### src/verilog/fir_coefficients.svh
// FIR low-pass coefficient set in Q16, symmetric about the centre of the 32 taps
`ifndef FIR_COEFFICIENTS_SVH
`define FIR_COEFFICIENTS_SVH

// DC gain is just under unity, the absolute sum is about 1.42 so full-scale
// inputs with matching signs clip the output
localparam fir_coef_t FIR_COEFS [FIR_TAPS] = '{
  -18'sd96,
  -18'sd184,
  -18'sd232,
  -18'sd150,
   18'sd120,
   18'sd520,
   18'sd880,
   18'sd880,
   18'sd300,
  -18'sd820,
  -18'sd1960,
  -18'sd2460,
  -18'sd1320,
   18'sd4200,
   18'sd12600,
   18'sd19800,                                       // Centre pair
   18'sd19800,
   18'sd12600,
   18'sd4200,
  -18'sd1320,
  -18'sd2460,
  -18'sd1960,
  -18'sd820,
   18'sd300,
   18'sd880,
   18'sd880,
   18'sd520,
   18'sd120,
  -18'sd150,
  -18'sd232,
  -18'sd184,
  -18'sd96
};

`endif
### src/verilog/fas_pkg.sv
// Spectrum front end shared types, widths, twiddle table and FIR coefficients
package fas_pkg;

  ////////////////////////////////////////////////////////////////////////////
  // Sample path
  ////////////////////////////////////////////////////////////////////////////

  localparam int SAMPLE_W  = 16;                      // Q8.8 sample width
  localparam int COEF_W    = 18;                      // Q16 coefficient width
  localparam int ACC_W     = 40;                      // Holds the full sum of 32 products
  localparam int FIR_TAPS  = 32;
  localparam int FIR_SHIFT = 16;                      // Accumulator to sample scaling

  typedef logic signed [SAMPLE_W-1:0] sample_t;
  typedef logic signed [COEF_W-1:0]   fir_coef_t;
  typedef logic signed [ACC_W-1:0]    fir_acc_t;

  // Symmetric low-pass coefficient set of FIR_TAPS entries
  `include "fir_coefficients.svh"

  ////////////////////////////////////////////////////////////////////////////
  // Transform path
  ////////////////////////////////////////////////////////////////////////////

  localparam int FFT_N      = 16;
  localparam int FFT_STAGES = 4;                      // log2 of FFT_N
  localparam int COMP_W     = 18;                     // Two guard bits above the sample
  localparam int TW_W       = 16;                     // Q14 twiddle width
  localparam int TW_SHIFT   = 14;

  typedef logic signed [COMP_W-1:0] fft_comp_t;
  typedef logic signed [TW_W-1:0]   twiddle_t;

  typedef struct packed {
    fft_comp_t re;
    fft_comp_t im;
  } bin_t;

  typedef sample_t [FFT_N-1:0] frame_t;               // Entry 0 is the oldest sample
  typedef bin_t    [FFT_N-1:0] bin_vec_t;

  // W16^k = cos(2*pi*k/16) - j*sin(2*pi*k/16), scaled by 16384 and rounded
  localparam twiddle_t TW_RE [FFT_N/2] = '{
    16'sd16384,  16'sd15137,  16'sd11585,  16'sd6270,
    16'sd0,     -16'sd6270,  -16'sd11585, -16'sd15137
  };

  localparam twiddle_t TW_IM [FFT_N/2] = '{
    16'sd0,     -16'sd6270,  -16'sd11585, -16'sd15137,
   -16'sd16384, -16'sd15137, -16'sd11585, -16'sd6270
  };

endpackage

### src/verilog/frame_assembler.sv
// Frame assembler that packs 16 consecutive filter outputs into one frame
`timescale 1ns/1ps

module frame_assembler
  import fas_pkg::*;
(
  input  logic    clk,
  input  logic    rst,
  input  logic    fir_valid,
  input  sample_t fir_d,
  output logic    frame_valid,
  output frame_t  frame
);

  localparam int SLOT_W = $clog2(FFT_N);

  logic [SLOT_W-1:0] slot_cnt;                        // Next slot to be written

  ////////////////////////////////////////////////////////////////////////////
  // Slot counter and completion pulse
  ////////////////////////////////////////////////////////////////////////////

  always_ff @(posedge clk or posedge rst) begin
    if (rst) begin
      slot_cnt    <= '0;
      frame_valid <= 1'b0;
    end else begin
      frame_valid <= fir_valid && (slot_cnt == SLOT_W'(FFT_N - 1));
      if (fir_valid) begin
        slot_cnt <= slot_cnt + 1'b1;                  // Wraps so frames never overlap
      end
    end
  end

  // The frame register is read directly by the FFT while frame_valid is high;
  // slot 0 is only overwritten by the next sample, one edge later at earliest
  always_ff @(posedge clk) begin
    if (fir_valid) begin
      frame[slot_cnt] <= fir_d;
    end
  end

  // Completion is caused by the last write of the frame, which wraps the slot counter
  a_frame_after_sample : assert property (
    @(posedge clk) disable iff (rst)
      frame_valid |-> $past(fir_valid) && (slot_cnt == '0)
  );

endmodule

### config.mk
export PLATFORM = sky130hd
export DESIGN_NAME = frame_assembler
export DESIGN_NICKNAME = d
export VERILOG_FILES = /design/src/verilog/fas_pkg.sv /design/src/verilog/frame_assembler.sv
export VERILOG_INCLUDE_DIRS = /design/src /design/src/verilog
export SDC_FILE = /design/constraint.sdc
export NUM_CORES = 1
export LEC_CHECK = 0
export BUFFER_PORTS_ARGS = -buffer_cell sky130_fd_sc_hd__buf_2
export CORE_AREA = 2 2 139 141
export DETAILED_ROUTE_END_ITERATION = 10
export DIE_AREA = 0 0 141 143
export PLACE_DENSITY = 0.81
export SLEW_MARGIN = 5
export SYNTH_ARGS = -nofsm -noshare
export SYNTH_HDL_FRONTEND = slang
export SYNTH_SLANG_ARGS = --single-unit
export TNS_END_PERCENT = 20
### constraint.sdc
create_clock -name clk -period 1.5 [get_ports clk]
set_input_delay 0.075 -clock clk [delete_from_list [all_inputs] [get_ports clk]]
set_output_delay 0.075 -clock clk [all_outputs]
set_load 0.005 [all_outputs]
==> impl_metrics.yaml, run 1 <==
status:
  outcome: "complete, but fails checks"
  violations: "negative setup slack"
sta:
  hold_viol: 0
  setup_violations: 3
  maxClockFrequency_ghz: 0.666
  fin_crit_sh_pct: 100
  rsz0062_at_grt: "yes"
  layout_min_cycle_time_ns: 1.50
  setup_slack_ns: -0.00247
  setup_tns_ns: -0.00557
  slew_violations: 0
  skew_ns: 0.0166
  timing.hold.ws_ns: 0.0232
  tightest_slew_ns: 0.369
  slew-limit-headroom_pct: 75.4
cells_and_area:
  final_cells: 894
  fillers: 1317
  regArea_mm2: 0.00782
  fin_util_pct: 59.2
  antenna-diode-count: 0
  area_growth_syn_to_layout_pct: 36.4
  multi_input_area_um2: 248
  drive_gt1_share_pct: 53.0
  final_common_cell: "buf_2"
  final_cell_mix: "buf_2 (275), edfxtp_1 (256), clkbuf_16 (26)"
  num-nets-final: 668
cts:
  root_buffer: "clkbuf_16"
  cts_tree: "done"
  clkLatencyLatePin_ns: 0.50
  postCtsSetupBuffers: 0
  ctsHtreeMaxLevel: 1
  cts.clk_slew.worst_paths_ns: 0.06
  cts_buffer_depth: 3
  clock_sinks: 261
  cts_buffers: 24
floorplanning:
  fp.dieW_um: 141
  ioPinCount: 276
  die-area_mm2: 0.0202
  rows: 50
  die_y_um: 143
  core_mm2: 0.0186
  initial_utilization_pct: 43.4
global_routing:
  grt_pass1_vias: 4408
  groute.usage.overall_pct: 21.6
  grt_pass1_wl_um: 31100
  grt_start_max_net_pins: 17
  overflow: 0
  antenna_found_initial: 1
logic_synthesis:
  syn_inst: 296
  synth_area_leaders: "edfxtp_1 (95%), dfrtp_1 (1.6%), and2_1 (1.2%)"
  syn_area_per_cell_um2: 27.3
  ys_warn_count: 0
  syn_nets: 319
  synth_top_area_cell: "edfxtp_1"
  yosysTopAreaCellShare_pct: 95.3
  synthesis.area_mm2: 0.00807
  ys_seq_area_share_pct: 96.9
  ys_ff_latch: 261
  synth_cell_types: 14
setup_path:
  worstPathCellList: "inv_1 -> ha_2 -> and2_1 -> buf_12"
  cp.required_ns: 1.70
  end_kind: "register"
  timing.rr.start: "slot_cnt[0]"
  crit_path_max_incr_delay_ns: 0.44
  r2r_setup_slack_ns: -0.002
  start_kind: "register"
  path_depth: 4
  crit_type: "reg2reg"
  path_max_fanout: 11
  reg2reg_to: "frame[39]"
  cp_slowest_cell: "dfrtp_2"
  critical-path-top-delay-family: "flip-flops"
  cp_data_arrival_time_ns: 1.70
  worst-path-buf-inv: 2
  rr_worst_depth: 4
power_and_ir_drop:
  power.share.combinational_pct: 10.8
  p_seq_share_pct: 55.0
  p_sw_uw: 3790
  vdd_drop_max_v: 0.000728
  p_int_uw: 12700
  clockPowerShare_pct: 34.2
  power_switching_share_pct: 23.0
  power_leakage_uw: 0.00422
  power-per-cell-area_mw_per_mm2: 1500
detailed_routing:
  wire_per_inst_um: 25.3
  drc: 0
  drtPass1Iterations: 4
  via_count: 4542
  ant_nets: 0
  drt_iter0_drc: 402
  vias_per_cell: 5.08
  met1_length_um: 9400
  wl_met3_um: 2120
  routed_wl_um: 22600
  top_layer_used: "met5"
  wl_met2_um: 10500
placed_design:
  gp_congestion: 0.891
  placed_cells: 834
  io_buffers: 275
  pre_cts_slack_ns: 0.0327
  hpwl_um: 15400
worst_hold_path:
  min_path_type: "in2async"
flow_run:
  cap_violations: 0
-- power groups by stage --
stage | sequential (uW) | clock (uW) | combinational [uW]
5_1_grt | 9110 | 6020 | 1910
3_5_place_dp | 9200 | 0 | 1680
2_1_floorplan | 9180 | 0 | 448
3_3_place_gp | 9220 | 0 | 1590
6_report | 9070 | 5630 | 1780
4_1_cts | 9060 | 5690 | 1730
-- stage by stage --
stage / area, um2 / power, uW
CTS: 10900 / 16500
floorplan: 8070 / 9630
global placement: 10000 / 10800
global route: 11000 / 17000
finish: 11000 / 16500
detailed placement: 10000 / 10900
-- state kept, by name (all words and copies together) (netlist names) --
name	count
frame	256
frame_valid	1
slot_cnt	4
-- cells in the mapped netlist (all sizes together) --
cell type / instances
edfxtp: 256
and2: 16
dfrtp: 5
ha: 4
inv: 3
and3b: 2
nand2: 2
xnor2: 2
and3: 1
buf: 1
nand4: 1
nor3b: 1
o21ai: 1
xor2: 1
-- worst min-delay path, cell delays in order --
cell and delay [ns]:
dlygate4sd3_1 0.53, buf_2 0.12, inv_1 0.17
-- area by class of cell --
class / count / area share [%]
sequential: 261 / 71.0
tap: 234 / 2.66
inverter: 3 / 0.102
multi-input combinational: 31 / 2.25
clock inverter: 13 / 0.819
timing repair buffer: 324 / 17.4
clock buffer: 28 / 5.79
-- cells by family after synthesis --
| kind of cell | after synthesis | share of synthesized area, % |
|---|---|---|
| flops | 261 | 96.9 |
| simple gates | 23 | 1.86 |
| buf+inv | 4 | 0.279 |
| fa+ha+maj | 4 | 0.620 |
| xor+xnor | 3 | 0.326 |
| compound gates | 1 | 0.0620 |
-- routing by layer --
metal / vias up / GRT usage [%]
li1: 1874 / -
met1: 2304 / 30.8
met2: 325 / 33.8
met3: 37 / 5.47
met4: 2 / 5.63
met5: - / 0
-- how the worst max path moves through the flow --
| stage | slack [ns] | startpoint | to |
|---|---|---|---|
| global route | -0.04 | slot_cnt[0] | frame[47] |
| floorplan | 0.02 | slot_cnt[2] | frame[176] |
| detailed placement | 0.03 | slot_cnt[0] | frame[205] |
| global placement | 0.13 | slot_cnt[2] | frame[152] |
| finish | -0.002 | slot_cnt[0] | frame[39] |
| CTS | 0.008 | slot_cnt[0] | frame[167] |
-- what timing repair did --
action,4_1_cts,5_1_grt
hold buffers,17,1
gates resized for setup,0,11
endpoints found under the setup margin,0,174
hold endpoints to repair,224,5
(Power assumes the default switching activity.)
==> inputs of run 2 (changes only) <==
- clock period: 1.5 -> 1.2 ns (I/O delays scaled with it)
==> run 2 against run 1 <==
The run still ends with negative setup slack left. Design area grew 1.1%. Sequential share of layout area shrank 0.72 points. Hold slack gained 0.47 ns. Maximum frequency grew 2.0%. Combinational power grew 47%. Critical endpoint is now frame[132]. Largest cell class unchanged.
==> impl_metrics.yaml, run 2 (same netlist as run 1, synthesis figures left out) <==
cells_and_area:
  area_growth_syn_to_layout_pct: 37.9
  drive_gt1_share_pct: 55.8
  largest_reg_flops: 256
  final_cell_mix: "buf_2 (275), edfxtp_1 (256), and2_4 (27)"
  largest_registers: "frame x256, slot_cnt x4, frame_valid x1"
  num-nets-final: 667
  final_cell_area_mm2: 0.0111
  fillers: 1353
  final_common_cell: "buf_2"
  fin_util_pct: 59.9
  largest_register: "frame"
  antenna-diode-count: 0
setup_path:
  crit_type: "reg2reg"
  crit_start: "slot_cnt[2]"
  worstPathCellList: "and3b_2 -> and2_4 -> buf_4"
  reg2reg_to: "frame[132]"
  cp_slowest_cell: "dfrtp_2"
  cp_data_arrival_time_ns: 1.71
  path_depth: 3
  end_kind: "register"
  rr_worst_depth: 3
  crit_path_max_incr_delay_ns: 0.45
  path_max_fanout: 7
  worst-path-buf-inv: 1
  start_kind: "register"
  cp.required_ns: 1.44
  endpoint: "frame[132]"
  critical-path-top-delay-family: "simple AND/OR/NAND/NOR gates"
  timing.rr.start: "slot_cnt[2]"
  r2r_setup_slack_ns: -0.27
sta:
  rsz0062_at_grt: "yes"
  slew-limit-headroom_pct: 75.1
  skew_ns: 0.0167
  setup_tns_ns: -46.05
  fin_crit_sh_pct: 123
  setup_slack_ns: -0.273
  maxClockFrequency_ghz: 0.679
  hold_viol: 0
  tightest_slew_ns: 0.374
  slew_violations: 0
  layout_min_cycle_time_ns: 1.47
  setup_violations: 257
  timing.hold.ws_ns: 0.493
global_routing:
  groute.usage.overall_pct: 18.8
  overflow: 0
  grt_pass1_vias: 4381
  antenna_found_initial: 0
  grt_pass1_wl_um: 27400
  grt_start_max_net_pins: 18
power_and_ir_drop:
  power-per-cell-area_mw_per_mm2: 1940
  power_leakage_uw: 0.00423
  vdd_drop_max_v: 0.00116
cts:
  clkLatencyLatePin_ns: 0.52
  cts.clk_slew.worst_paths_ns: 0.06
  ctsHtreeMaxLevel: 1
  cts_buffers: 25
  clock_sinks: 261
  root_buffer: "clkbuf_16"
  cts_buffer_depth: 3
  cts_tree: "done"
detailed_routing:
  drt_iter0_drc: 335
  routed_wl_um: 20800
  drc: 0
  via_count: 4392
  vias_per_cell: 4.91
  ant_nets: 0
  drtPass1Iterations: 4
  wire_per_inst_um: 23.2
placed_design:
  placed_cell_area_mm2: 0.00980
  gp_congestion: 0.771
  hpwl_um: 12800
  pre_cts_slack_ns: -0.263
  io_buffers: 275
status:
  violations: "negative setup slack"
  outcome: "complete, but fails checks"
floorplanning:
  die-area_mm2: 0.0202
  ioPinCount: 276
  initial_utilization_pct: 43.4
  rows: 50
  core_mm2: 0.0186
  die_y_um: 143
  fp.dieW_um: 141
flow_run:
  cap_violations: 0
worst_hold_path:
  min_path_type: "in2reg"
## run 2: worst min-delay path by stage
stage                   start           to  depth (start not counted)
finish               fir_d[7]    frame[55]                          2
global route         fir_d[7]   frame[151]                          2
CTS                 fir_valid  slot_cnt[0]                          4
detailed placement        rst  frame_valid                          2
global placement          rst  frame_valid                          2
floorplan                 rst  frame_valid                          1
## run 2: final cells by class
class                   instances  area, um2  area share [%]
clock inverters                14        151            1.36
multi-input cells              43        425            3.83
repair buffers                310       1770            15.9
well taps                     234        293            2.63
flip-flops and latches        261       7820            70.3
clock buffers                  30        644            5.79
inverters                       3       16.3           0.146
## run 2: worst register-to-register path, cell delays in order, from the launching register on
cell and delay [ns]:
dfrtp_2 0.45, and3b_2 0.37, and2_4 0.22, buf_4 0.15
## run 2: stage by stage
stage               power (uW)  instances
floorplan                12100        296
global placement         13300        808
detailed placement       13400        808
CTS                      21200        878
global route             22300        895
finish                   21500        895
## run 2: routing by layer
metal / vias to the layer above / GRT usage (%) / part of all wire, %
li1: 1889 / - / -
met1: 2216 / 22.3 / 38
met2: 236 / 33.7 / 52
met3: 51 / 4.06 / 6.9
met4: 0 / 7.42 / 3.3
met5: - / 0 / 0
## run 2: power breakdown
part | internal (uW) | switching [uW]
logic | 1100 | 1510
clock network | 4470 | 3150
registers | 11000 | 339
total | 16600 | 4990
## run 2: timing repair
action,4_1_cts,5_1_grt
buffers inserted,7,5
hold endpoints to repair,260,0
hold buffers,19,0
gates cloned,0,12
endpoints found under the setup margin,257,257
pin swaps,4,15
gates resized for setup,4,26
==> inputs of run 3 (changes only) <==
- CELL_PAD_IN_SITES_DETAIL_PLACEMENT: default -> 1
- CELL_PAD_IN_SITES_GLOBAL_PLACEMENT: default -> 2
- CORE_AREA: 2 2 139 141 -> 2 2 160 162
- DIE_AREA: 0 0 141 143 -> 0 0 162 164
- PLACE_DENSITY: 0.81 -> 0.82
==> run 3 against run 2 <==
The run still ends with negative setup slack left. Routed wire length is 24% higher. Critical path type unchanged. Design area rose by 4.9%. Register-to-register slack gained 0.02 ns. First-iteration DRC count shrank 2.1%. Combinational power rose by 25%. Clock power shrank 8.7%. Highest routed layer unchanged. Critical path depth increased by 1.
==> impl_metrics.yaml, run 3 (same netlist as run 1, synthesis figures left out) <==
detailed_routing:
  drc: 0
  via_count: 4472
  routed_wl_um: 25800
  ant_nets: 0
  drt_iter0_drc: 328
  wire_per_inst_um: 25.5
  vias_per_cell: 4.42
  drtPass1Iterations: 4
floorplanning:
  core_mm2: 0.0248
  initial_utilization_pct: 32.5
  fp.dieW_um: 162
  ioPinCount: 276
  die-area_mm2: 0.0266
  die_y_um: 164
  rows: 58
cts:
  cts_tree: "done"
  cts.clk_slew.worst_paths_ns: 0.06
  cts_buffer_depth: 3
  root_buffer: "clkbuf_16"
  clkLatencyLatePin_ns: 0.51
  clock_sinks: 261
  cts_buffers: 25
  ctsHtreeMaxLevel: 1
power_and_ir_drop:
  vdd_drop_max_v: 0.000888
  power-per-cell-area_mw_per_mm2: 1850
  power_leakage_uw: 0.00439
  power_uw: 21600
setup_path:
  cp_data_arrival_time_ns: 1.66
  end_kind: "register"
  start_kind: "register"
  crit_type: "reg2reg"
  timing.rr.start: "slot_cnt[3]"
  reg2reg_to: "frame[15]"
  cp.required_ns: 1.41
  r2r_setup_slack_ns: -0.25
  rr_worst_depth: 4
  path_max_fanout: 10
cells_and_area:
  fillers: 2404
  antenna-diode-count: 0
  final_cell_mix: "buf_2 (275), edfxtp_1 (256), buf_12 (32)"
  area_growth_syn_to_layout_pct: 44.6
  fin_util_pct: 47.0
  drive_gt1_share_pct: 56.9
  final_cells: 1012
  multi_input_area_um2: 329
  num-nets-final: 690
  largest_register: "frame"
  largest_reg_flops: 256
  regArea_mm2: 0.00782
  largest_registers: "frame x256, slot_cnt x4, frame_valid x1"
  final_common_cell: "buf_2"
global_routing:
  groute.usage.overall_pct: 18.8
  antenna_found_initial: 0
  grt_pass1_vias: 4636
  grt_pass1_wl_um: 35100
  grt_start_max_net_pins: 17
  overflow: 0
sta:
  setup_slack_ns: -0.250
  hold_viol: 0
  skew_ns: 0.00949
  tightest_slew_ns: 0.346
  setup_tns_ns: -47.05
  layout_min_cycle_time_ns: 1.45
  setup_violations: 257
  slew-limit-headroom_pct: 76.9
  fin_crit_sh_pct: 121
  slew_violations: 0
  maxClockFrequency_ghz: 0.690
  rsz0062_at_grt: "yes"
status:
  violations: "negative setup slack"
  outcome: "complete, but fails checks"
flow_run:
  cap_violations: 0
worst_hold_path:
  min_path_type: "in2async"
placed_design:
  placed_cells: 924
  hpwl_um: 16900
  io_buffers: 275
  gp_congestion: 0.862
run 3: changes by cell type in the layout (fill, tap and decap cells not counted), moves of 2 or more:
cell / delta
clkbuf_1: +3
buf_6: +2
bufinv_16: -3
buf_4: +7
and2_4: -11
buf_12: +26
run 3: power breakdown:
group / switching, uW / internal (uW)
Clock: 3140 / 3820
Combinational: 1660 / 1590
Sequential: 398 / 11000
run 3: worst max-delay path by stage:
| stage | start | to | cells after the start |
|---|---|---|---|
| after CTS | slot_cnt[2] | frame[14] | 4 |
| after detailed placement | slot_cnt[3] | frame[76] | 2 |
| after global placement | slot_cnt[1] | frame[218] | 3 |
| after floorplan | slot_cnt[2] | frame[0] | 2 |
| after global routing | slot_cnt[3] | frame[15] | 4 |
| final | slot_cnt[3] | frame[15] | 4 |
run 3: worst max-delay path, stage by stage (launching register included):
cell	delay, ns
dfrtp_2	0.44
nor3b_2	0.22
buf_4	0.16
and2_4	0.17
buf_12	0.16
run 3: repair_timing:
item | 4_1_cts | 5_1_grt
endpoints found under the setup margin | 257 | 259
hold buffers | 18 | 0
pin swaps | 8 | 6
gates resized for setup | 13 | 9
hold endpoints to repair | 263 | 0
setup buffers | 25 | 2
gates cloned | 1 | 0
run 3: through the flow:
step,hold WS [ns],setup WS (ns),area (um2)
6_report,0.0304,-0.250,11700
5_1_grt,0.0545,-0.299,11700
3_5_place_dp,0.0291,-0.289,10300
3_3_place_gp,-0.00280,-0.214,10300
4_1_cts,0.0499,-0.206,11600
2_1_floorplan,-0.161,-0.0598,8110
run 3: layout make-up:
cell class / count / share of cell area (%)
clock inverter: 9 / 0.397
tap: 330 / 3.54
inverter: 3 / 0.118
clock buffer: 33 / 5.62
multi-input combinational: 31 / 2.82
sequential: 261 / 67.0
timing repair buffer: 345 / 20.5
run 3: per-layer routing:
metal / share of wire (%) / up-vias / track usage (%) / wire length (um)
li1: - / 1920 / - / -
met1: 40 / 2249 / 24.1 / 10200
met2: 50 / 258 / 31.9 / 12900
met3: 7.7 / 45 / 4.37 / 1970
met4: 2.9 / 0 / 5.71 / 742
met5: 0 / - / 0 / 0
